`src/ts_pkg.sv`:
```
`default_nettype none

////////////////////
// Transport stream
////////////////////

package ts_pkg;

	// One transport-stream byte as it arrives on the input
	typedef logic [7:0] ts_byte_t;

	// Sync byte at the head of every 188-byte packet
	localparam ts_byte_t TS_SYNC_BYTE = 8'h47;

endpackage

`default_nettype wire

```
`src/asi_pkg.sv`:
```
`default_nettype none

////////////////////
// ASI line coding
////////////////////

package asi_pkg;

	// Bits per transmission character
	localparam int SYM_BITS = 10;

	// 10-bit code, bit 0 is "a" and leaves first
	typedef logic [SYM_BITS-1:0] code_t;

	// Unencoded character with K flag above the byte
	typedef struct packed {
		logic       k;
		logic [7:0] data;
	} char_t;

	// Bit position inside a symbol, 0 to 9
	typedef logic [3:0] phase_t;

	// Running disparity of the line
	typedef enum logic {
		RD_NEG = 1'b0,
		RD_POS = 1'b1
	} disp_t;

	// Comma character and its two line forms
	localparam logic [7:0] K28_5     = 8'hBC;
	localparam code_t      K28_5_RDN = 10'b0101111100;
	localparam code_t      K28_5_RDP = 10'b1010000011;

endpackage

`default_nettype wire

```
`src/ts_fifo.sv`:
```
`timescale 1ns/1ps
`default_nettype none

module ts_fifo #(
	parameter int FIFO_DEPTH = 16
) (
	input  logic             din_clk,
	input  logic             rst,
	input  logic             wr,
	input  logic             rd,
	input  ts_pkg::ts_byte_t wdata,
	output ts_pkg::ts_byte_t rdata,
	output logic             empty,
	output logic             full,
	output logic             overflow
);

	// Address width, depth is a power of two
	localparam int AW = $clog2(FIFO_DEPTH);

	// Byte storage
	ts_pkg::ts_byte_t mem [FIFO_DEPTH];

	// Pointers with one wrap bit above the address
	logic [AW:0] wptr;
	logic [AW:0] rptr;
	logic [AW:0] count;
	logic        wr_ok;
	logic        rd_ok;

	// Accepted operations, nothing moves in reset
	assign wr_ok = rst && wr && !full;
	assign rd_ok = rst && rd && !empty;

	// Same address with different wrap bits means full
	assign full  = (wptr[AW] != rptr[AW]) && (wptr[AW-1:0] == rptr[AW-1:0]);
	assign empty = (wptr == rptr);

	// Occupancy
	assign count = wptr - rptr;

	////////////////////
	// Pointers and flags
	////////////////////

	always_ff @(posedge din_clk) begin
		if (!rst) begin
			wptr     <= '0;
			rptr     <= '0;
			overflow <= 1'b0;
		end else begin
			if (wr_ok) begin
				wptr <= wptr + 1'b1;
			end
			if (rd_ok) begin
				rptr <= rptr + 1'b1;
			end
			// Write into a full buffer is lost, flag holds until reset
			if (wr && full) begin
				overflow <= 1'b1;
			end
		end
	end

	// Memory write and registered read
	always_ff @(posedge din_clk) begin
		if (wr_ok) begin
			mem[wptr[AW-1:0]] <= wdata;
		end
		if (rd_ok) begin
			rdata <= mem[rptr[AW-1:0]];
		end
	end

	// Scheduler pops only when a byte is waiting
	assert property (@(posedge din_clk) disable iff (!rst) rd |-> !empty)
		else $error("ts_fifo: read while empty");

	// Pointer distance never passes the depth
	assert property (@(posedge din_clk) disable iff (!rst) count <= FIFO_DEPTH)
		else $error("ts_fifo: occupancy above depth");

endmodule

`default_nettype wire

```
`src/asi_symbol_sched.sv`:
```
`timescale 1ns/1ps
`default_nettype none

module asi_symbol_sched (
	input  logic             din_clk,
	input  logic             rst,
	input  logic             empty,
	input  ts_pkg::ts_byte_t rdata,
	output logic             rd,
	output logic             char_load,
	output logic             sync_char,
	output asi_pkg::char_t   char
);

	// Phases of interest within a symbol
	localparam asi_pkg::phase_t PH_POP  = 4'd7;
	localparam asi_pkg::phase_t PH_CHAR = 4'd8;
	localparam asi_pkg::phase_t PH_LAST = asi_pkg::phase_t'(asi_pkg::SYM_BITS - 1);

	asi_pkg::phase_t phase;
	logic            popped;

	////////////////////
	// Symbol phase
	////////////////////

	// Held at the last phase in reset so counting opens at 0
	always_ff @(posedge din_clk) begin
		if (!rst) begin
			phase <= PH_LAST;
		end else if (phase == PH_LAST) begin
			phase <= '0;
		end else begin
			phase <= phase + 1'b1;
		end
	end

	// Pop request, the only place empty is looked at
	assign rd = (phase == PH_POP) && !empty;

	// Pop memory and character strobe, one cycle after phase 7
	always_ff @(posedge din_clk) begin
		if (!rst) begin
			popped    <= 1'b0;
			char_load <= 1'b0;
		end else begin
			popped    <= rd;
			char_load <= (phase == PH_POP);
		end
	end

	////////////////////
	// Character choice
	////////////////////

	// FIFO byte if one was popped, comma otherwise
	always_comb begin
		if (popped) begin
			char.k    = 1'b0;
			char.data = rdata;
		end else begin
			char.k    = 1'b1;
			char.data = asi_pkg::K28_5;
		end
	end

	// Packet start marker travels with the character
	assign sync_char = char_load && popped && (rdata == ts_pkg::TS_SYNC_BYTE);

	// Strobe sits on phase 8 and repeats once per symbol
	assert property (@(posedge din_clk) disable iff (!rst)
		char_load |-> (phase == PH_CHAR) ##(asi_pkg::SYM_BITS) char_load)
		else $error("asi_symbol_sched: char_load off phase");

endmodule

`default_nettype wire

```
`src/enc_8b10b.sv`:
```
`timescale 1ns/1ps
`default_nettype none

module enc_8b10b (
	input  logic           din_clk,
	input  logic           rst,
	input  logic           char_load,
	input  logic           sync_char,
	input  asi_pkg::char_t char,
	output asi_pkg::code_t code,
	output logic           code_load,
	output logic           code_sync
);

	////////////////////
	// Code tables
	////////////////////

	// 5b/6b for RD-, written abcdei with a on the left
	function automatic logic [5:0] enc6(input logic [4:0] x);
		case (x)
			5'd0:    enc6 = 6'b100111;
			5'd1:    enc6 = 6'b011101;
			5'd2:    enc6 = 6'b101101;
			5'd3:    enc6 = 6'b110001;
			5'd4:    enc6 = 6'b110101;
			5'd5:    enc6 = 6'b101001;
			5'd6:    enc6 = 6'b011001;
			5'd7:    enc6 = 6'b111000;
			5'd8:    enc6 = 6'b111001;
			5'd9:    enc6 = 6'b100101;
			5'd10:   enc6 = 6'b010101;
			5'd11:   enc6 = 6'b110100;
			5'd12:   enc6 = 6'b001101;
			5'd13:   enc6 = 6'b101100;
			5'd14:   enc6 = 6'b011100;
			5'd15:   enc6 = 6'b010111;
			5'd16:   enc6 = 6'b011011;
			5'd17:   enc6 = 6'b100011;
			5'd18:   enc6 = 6'b010011;
			5'd19:   enc6 = 6'b110010;
			5'd20:   enc6 = 6'b001011;
			5'd21:   enc6 = 6'b101010;
			5'd22:   enc6 = 6'b011010;
			5'd23:   enc6 = 6'b111010;
			5'd24:   enc6 = 6'b110011;
			5'd25:   enc6 = 6'b100110;
			5'd26:   enc6 = 6'b010110;
			5'd27:   enc6 = 6'b110110;
			5'd28:   enc6 = 6'b001110;
			5'd29:   enc6 = 6'b101110;
			5'd30:   enc6 = 6'b011110;
			default: enc6 = 6'b101011;
		endcase
	endfunction

	// 3b/4b for RD-, written fghj, A7 replaces P7 where runs would exceed five
	function automatic logic [3:0] enc4(input logic [2:0] y, input logic alt);
		case (y)
			3'd0:    enc4 = 4'b1011;
			3'd1:    enc4 = 4'b1001;
			3'd2:    enc4 = 4'b0101;
			3'd3:    enc4 = 4'b1100;
			3'd4:    enc4 = 4'b1101;
			3'd5:    enc4 = 4'b1010;
			3'd6:    enc4 = 4'b0110;
			default: enc4 = alt ? 4'b0111 : 4'b1110;
		endcase
	endfunction

	asi_pkg::disp_t disp;
	asi_pkg::disp_t disp_next;
	asi_pkg::code_t code_next;
	logic [5:0]     s6_n;
	logic [5:0]     s6;
	logic [3:0]     s4_n;
	logic [3:0]     s4;
	logic           mid_pos;
	logic           alt;
	logic [3:0]     ones;

	////////////////////
	// Encode
	////////////////////

	always_comb begin
		// Six-bit block, complemented under RD+ when unbalanced or D.07
		s6_n = enc6(char.data[4:0]);
		if ((disp == asi_pkg::RD_POS) &&
			(($countones(s6_n) != 3) || (char.data[4:0] == 5'd7))) begin
			s6 = ~s6_n;
		end else begin
			s6 = s6_n;
		end
		// Disparity between the two sub-blocks
		if ($countones(s6) > 3) begin
			mid_pos = 1'b1;
		end else if ($countones(s6) < 3) begin
			mid_pos = 1'b0;
		end else begin
			mid_pos = (disp == asi_pkg::RD_POS);
		end
		// Alternate D.x.7
		if (mid_pos) begin
			alt = char.data[4:0] inside {5'd11, 5'd13, 5'd14};
		end else begin
			alt = char.data[4:0] inside {5'd17, 5'd18, 5'd20};
		end
		s4_n = enc4(char.data[7:5], alt);
		s4   = (mid_pos && (char.data[7:5] inside {3'd0, 3'd3, 3'd4, 3'd7})) ? ~s4_n : s4_n;
		// Bit a lands in bit 0
		for (int i = 0; i < 6; i++) begin
			code_next[i] = s6[5 - i];
		end
		for (int i = 0; i < 4; i++) begin
			code_next[6 + i] = s4[3 - i];
		end
		// Comma overrides the data path
		if (char.k) begin
			code_next = (disp == asi_pkg::RD_NEG) ? asi_pkg::K28_5_RDN : asi_pkg::K28_5_RDP;
		end
	end

	// Disparity after the whole code
	assign ones = 4'($countones(code_next));

	always_comb begin
		if (ones > 4'd5) begin
			disp_next = asi_pkg::RD_POS;
		end else if (ones < 4'd5) begin
			disp_next = asi_pkg::RD_NEG;
		end else begin
			disp_next = disp;
		end
	end

	////////////////////
	// Output registers
	////////////////////

	always_ff @(posedge din_clk) begin
		if (!rst) begin
			disp      <= asi_pkg::RD_NEG;
			code_load <= 1'b0;
			code_sync <= 1'b0;
		end else begin
			code_load <= char_load;
			if (char_load) begin
				disp      <= disp_next;
				code_sync <= sync_char;
			end
		end
	end

	always_ff @(posedge din_clk) begin
		if (char_load) begin
			code <= code_next;
		end
	end

	// Every code leaving the encoder stays within one of balance
	assert property (@(posedge din_clk) disable iff (!rst)
		code_load |-> ($countones(code) inside {4, 5, 6}))
		else $error("enc_8b10b: code out of balance");

endmodule

`default_nettype wire

```
`src/asi_serializer.sv`:
```
`timescale 1ns/1ps
`default_nettype none

module asi_serializer (
	input  logic           din_clk,
	input  logic           rst,
	input  logic           code_load,
	input  logic           code_sync,
	input  asi_pkg::code_t code,
	output logic           asi_out,
	output logic           sym_start,
	output logic           ts_start
);

	asi_pkg::code_t shreg;

	////////////////////
	// Shift register
	////////////////////

	// Load on code_load, then one bit per clock toward bit 0
	always_ff @(posedge din_clk) begin
		if (!rst) begin
			shreg     <= '0;
			sym_start <= 1'b0;
			ts_start  <= 1'b0;
		end else begin
			// Phase 0 markers
			sym_start <= code_load;
			ts_start  <= code_load && code_sync;
			if (code_load) begin
				shreg <= code;
			end else begin
				shreg <= {1'b0, shreg[asi_pkg::SYM_BITS-1:1]};
			end
		end
	end

	// Bit a goes out first
	assign asi_out = shreg[0];

	// Upstream pipeline keeps exactly one code per symbol
	assert property (@(posedge din_clk) disable iff (!rst)
		code_load |=> (!code_load) [*(asi_pkg::SYM_BITS - 1)] ##1 code_load)
		else $error("asi_serializer: code_load spacing broken");

endmodule

`default_nettype wire

```
`src/ts2asi.sv`:
```
`timescale 1ns/1ps
`default_nettype none

module ts2asi #(
	parameter int FIFO_DEPTH = 16
) (
	input  logic             din_clk,
	input  logic             rst,
	input  logic             valid,
	input  ts_pkg::ts_byte_t din_8b,
	output logic             asi_out,
	output logic             sym_start,
	output logic             ts_start,
	output logic             full,
	output logic             overflow
);

	// FIFO to scheduler
	logic             empty;
	logic             rd;
	ts_pkg::ts_byte_t rdata;

	// Scheduler to encoder
	logic             char_load;
	logic             sync_char;
	asi_pkg::char_t   char;

	// Encoder to serializer
	asi_pkg::code_t   code;
	logic             code_load;
	logic             code_sync;

	////////////////////
	// Input buffer
	////////////////////

	ts_fifo #(
		.FIFO_DEPTH (FIFO_DEPTH)
	) u_fifo (
		.din_clk  (din_clk),
		.rst      (rst),
		.wr       (valid),
		.rd       (rd),
		.wdata    (din_8b),
		.rdata    (rdata),
		.empty    (empty),
		.full     (full),
		.overflow (overflow)
	);

	// Data or comma once per symbol
	asi_symbol_sched u_sched (
		.din_clk   (din_clk),
		.rst       (rst),
		.empty     (empty),
		.rdata     (rdata),
		.rd        (rd),
		.char_load (char_load),
		.sync_char (sync_char),
		.char      (char)
	);

	////////////////////
	// Line coding
	////////////////////

	enc_8b10b u_enc (
		.din_clk   (din_clk),
		.rst       (rst),
		.char_load (char_load),
		.sync_char (sync_char),
		.char      (char),
		.code      (code),
		.code_load (code_load),
		.code_sync (code_sync)
	);

	asi_serializer u_ser (
		.din_clk   (din_clk),
		.rst       (rst),
		.code_load (code_load),
		.code_sync (code_sync),
		.code      (code),
		.asi_out   (asi_out),
		.sym_start (sym_start),
		.ts_start  (ts_start)
	);

endmodule

`default_nettype wire

```
`config.mk`:
```
export PLATFORM = sky130hd
export DESIGN_NAME = ts2asi
export DESIGN_NICKNAME = d
export VERILOG_FILES = /design/src/ts_pkg.sv /design/src/asi_pkg.sv /design/src/ts_fifo.sv /design/src/asi_symbol_sched.sv /design/src/enc_8b10b.sv /design/src/asi_serializer.sv /design/src/ts2asi.sv
export SDC_FILE = /design/constraint.sdc
export NUM_CORES = 1
export LEC_CHECK = 0
export BUFFER_PORTS_ARGS = -buffer_cell sky130_fd_sc_hd__buf_2
export CAP_MARGIN = 40
export CORE_UTILIZATION = 50
export DETAILED_ROUTE_END_ITERATION = 10
export PLACE_DENSITY_LB_ADDON = 0.2
export SYNTH_ARGS = -nofsm -noshare
export SYNTH_HDL_FRONTEND = slang
export SYNTH_SLANG_ARGS = --single-unit
export TNS_END_PERCENT = 1
```
`constraint.sdc`:
```
create_clock -name din_clk -period 17.19 [get_ports din_clk]
set_input_delay 5.157 -clock din_clk [delete_from_list [all_inputs] [get_ports din_clk]]
set_output_delay 5.157 -clock din_clk [all_outputs]
set_load 0.01 [all_outputs]
```
==> flow_summary.json <==
{
  "outcome": "completed",
  "drc": 0,
  "num-fill-cells": 1271,
  "rrSetupSlack_ns": 7.84,
  "synth_top_area_share_pct": 53.4,
  "power.leakage_nw": 3.06,
  "clock_skew_ns": 0.0132,
  "grt-ovfl-total": 0,
  "fp-row-count": 46,
  "wirelength_um": 15500,
  "drive_gt1_share_pct": 17.9,
  "grt_pass1_vias": 4617,
  "finalSetupTns_ns": 0,
  "wire_per_inst_um": 19.2,
  "startpoint_type": "register",
  "synth_edf_count": 146,
  "initialDrtViolationCount": 355,
  "finalSetupViolations": 0,
  "crit_path_top_delay_cell": "dfxtp_1",
  "rsz0062_at_grt": "false",
  "cts_tree": "yes",
  "area_growth_pct": 11.2,
  "min-delay-path-class": "reg2reg",
  "critPathKind": "reg2reg",
  "top_layer_used": "met4",
  "multiInputGateArea_um2": 2930,
  "regArea_um2": 5030,
  "vdd_ir_drop_max_v": 0.0000753,
  "cts_resized": 0,
  "fmaxAchievable_ghz": 0.107,
  "num_vias": 4560,
  "ys_ff_latch": 178,
  "cp.depth": 33,
  "met2_length_um": 8350,
  "synthTopCellsByArea": "edfxtp_1, mux4_2, dfxtp_1, ha_1, mux2i_1",
  "die_height_um": 130,
  "pre_cts_ws_ns": 8.01,
  "numCtsBuffers": 17,
  "drt-vias-per-instance": 5.65,
  "grtUsageTotal_pct": 20.4,
  "grt_max_degree": 42,
  "final_nets": 622,
  "finalHoldViolCount": 0,
  "synth_area_leader_cell": "edfxtp_1",
  "r2r-start": "u_sched.popped",
  "gp_congestion": 0.882,
  "port_buffers": 15,
  "timing.final.ws_setup_ns": 7.84,
  "place_hpwl_um": 10300,
  "initial_core_util_pct": 51.5,
  "ys_warn_count": 0,
  "dr_wl_met3_um": 418,
  "syn_area_um2": 8210,
  "synth.distinct_cells": 53,
  "firstDrtPassIters": 5,
  "relSlewSlack_pct": 46.8,
  "ant_nets": 0,
  "io_pins": 16,
  "core_area_um2": 15900,
  "ys_async_sr_fraction_pct": 0,
  "min_period_over_period_pct": 54.4,
  "critPathMaxStageDelay_ns": 0.74,
  "powerDensity_nw_per_um2": 96.0,
  "worst-path-buf-inv": 3,
  "cp-startpoint": "u_sched.popped",
  "crit_end": "u_enc.disp",
  "die_area_um2": 16900,
  "fp.dieW_um": 130,
  "hold_slack_ns": 0.486,
  "worst_pin_slew_ns": 0.796,
  "insertion_delay_ns": 0.42,
  "cts_hold_buf": 0,
  "synth_cells": 561,
  "num_antenna_cells": 0,
  "cp.arrival_ns": 9.65,
  "cts_buffer_depth": 2,
  "end_kind": "register",
  "final_util_pct": 57.3,
  "cts_root_buf": "clkbuf_16",
  "antenna_found_initial": 0,
  "cts_sinks": 178,
  "drt-met1-wl_um": 6590,
  "post-route-min-period_ns": 9.35,
  "cts_setup_buffers": 0,
  "rr_worst_depth": 33,
  "crit_family": "adder cells",
  "synth_seq_area_share_pct": 61.2,
  "htreeDepth": 4,
  "worstPathRequired_ns": 17.49,
  "critPathMaxFanout": 21,
  "synth.avg_cell_area_um2": 14.6,
  "slew_viol_final": 0,
  "grt_pass1_wl_um": 25300,
  "clk_pin_slew_worst_paths_ns": 0.07,
  "maxCapViolCount": 0,
  "synth_fp_nets": 605,
  "regToRegEndpoint": "u_enc.disp",
  "synth-main-ff-cell": "edfxtp_1"
}
==> sequential cells by signal, indices dropped and copies added, names as in the netlist <==
register and cells:
u_fifo.mem 128, u_enc.code 10, u_ser.shreg 10, u_fifo.rdata 8
u_fifo.rptr 5, u_fifo.wptr 5, u_sched.phase 4, u_enc.code_load 1
u_enc.code_sync 1, u_enc.disp 1, u_fifo.overflow 1, u_sched.char_load 1
u_sched.popped 1, u_ser.sym_start 1, u_ser.ts_start 1
==> synthesized netlist by cell type (6+ instances only) <==
master	count
a211oi_1	9
a21oi_1	22
and2_1	8
and4_1	6
buf_2	11
clkbuf_1	13
dfxtp_1	32
edfxtp_1	146
fa_1	10
ha_1	23
inv_1	33
mux2i_1	26
mux4_2	32
nand2_1	27
nor2_1	19
nor2b_1	27
nor3_1	13
nor4_1	6
o21ai_0	9
xnor2_1	12
==> cells in the final DEF (no fill, tap or decap), drive strengths merged, types with 10 or more instances in the layout <==
cell	synthesis	layout
edfxtp	146	146
inv	33	39
mux4	32	32
dfxtp	32	32
buf	20	32
nor2b	28	28
nand2	27	27
mux2i	26	26
ha	23	23
a21oi	22	22
nor2	19	19
clkbuf	14	17
nor3	13	13
xnor2	12	12
fa	10	10
==> kinds of logic (layout without fill, tap and decap cells) <==
logic type	Yosys count	count (layout)	share of synthesized area [%]
mux	58	58	11.9
buf+inv	67	97	3.56
compound gates	73	73	6.25
flops	178	178	61.2
simple gates	135	135	9.32
xor+xnor	17	17	1.81
fa+ha+maj	33	33	5.94
==> report_power, final <==
group          internal (mW)  leakage, nW  switching [mW]  total, mW
logic                 0.0110         1.21          0.0175     0.0285
registers              0.470         1.57         0.00400      0.474
clock network          0.204        0.274           0.170      0.374
==> per-stage QoR <==
stage	instances	power, mW	cell area [um^2]
final	807	0.877	9130
after global routing	807	0.905	9130
after CTS	807	0.886	9130
after detailed placement	775	0.513	8560
after global placement	769	0.510	8500
after floorplan	561	0.500	8210
==> routing by layer <==
| metal | track usage [%] | vias up |
|---|---|---|
| met2 | 36.0 | 81 |
| met1 | 25.6 | 2309 |
| met5 | 0 | - |
| li1 | - | 2158 |
| met4 | 7.11 | 0 |
| met3 | 3.08 | 12 |
==> worst reg2reg max path: cells and delay by family (launching register included) <==
kind	cells	cell delay, ns
and+or+nand+nor	9	2.05
AOI/OAI and AO/OA	9	2.01
buffers and inverters	3	0.17
adders and majority gates	12	4.27
DFF	1	0.74
==> worst min-delay path by stage <==
stage | from | to | cells after the start
after detailed placement | u_fifo.overflow | u_fifo.overflow | 2
after global routing | u_fifo.overflow | u_fifo.overflow | 2
final | u_enc.code[9] | u_ser.shreg[9] | 1
after floorplan | u_enc.code_sync | u_enc.code_sync | 2
after CTS | u_enc.code[9] | u_ser.shreg[9] | 1
after global placement | u_fifo.overflow | u_fifo.overflow | 2
==> final cells by class <==
cell class / instances / area share [%]
Clock buffer: 17 / 4.66
Multi-Input combinational cell: 316 / 32.0
Clock inverter: 15 / 1.64
Sequential cell: 178 / 55.0
Tap cell: 216 / 2.96
Timing Repair Buffer: 32 / 2.30
Inverter: 33 / 1.36
Power figures use the tool's default switching activity.
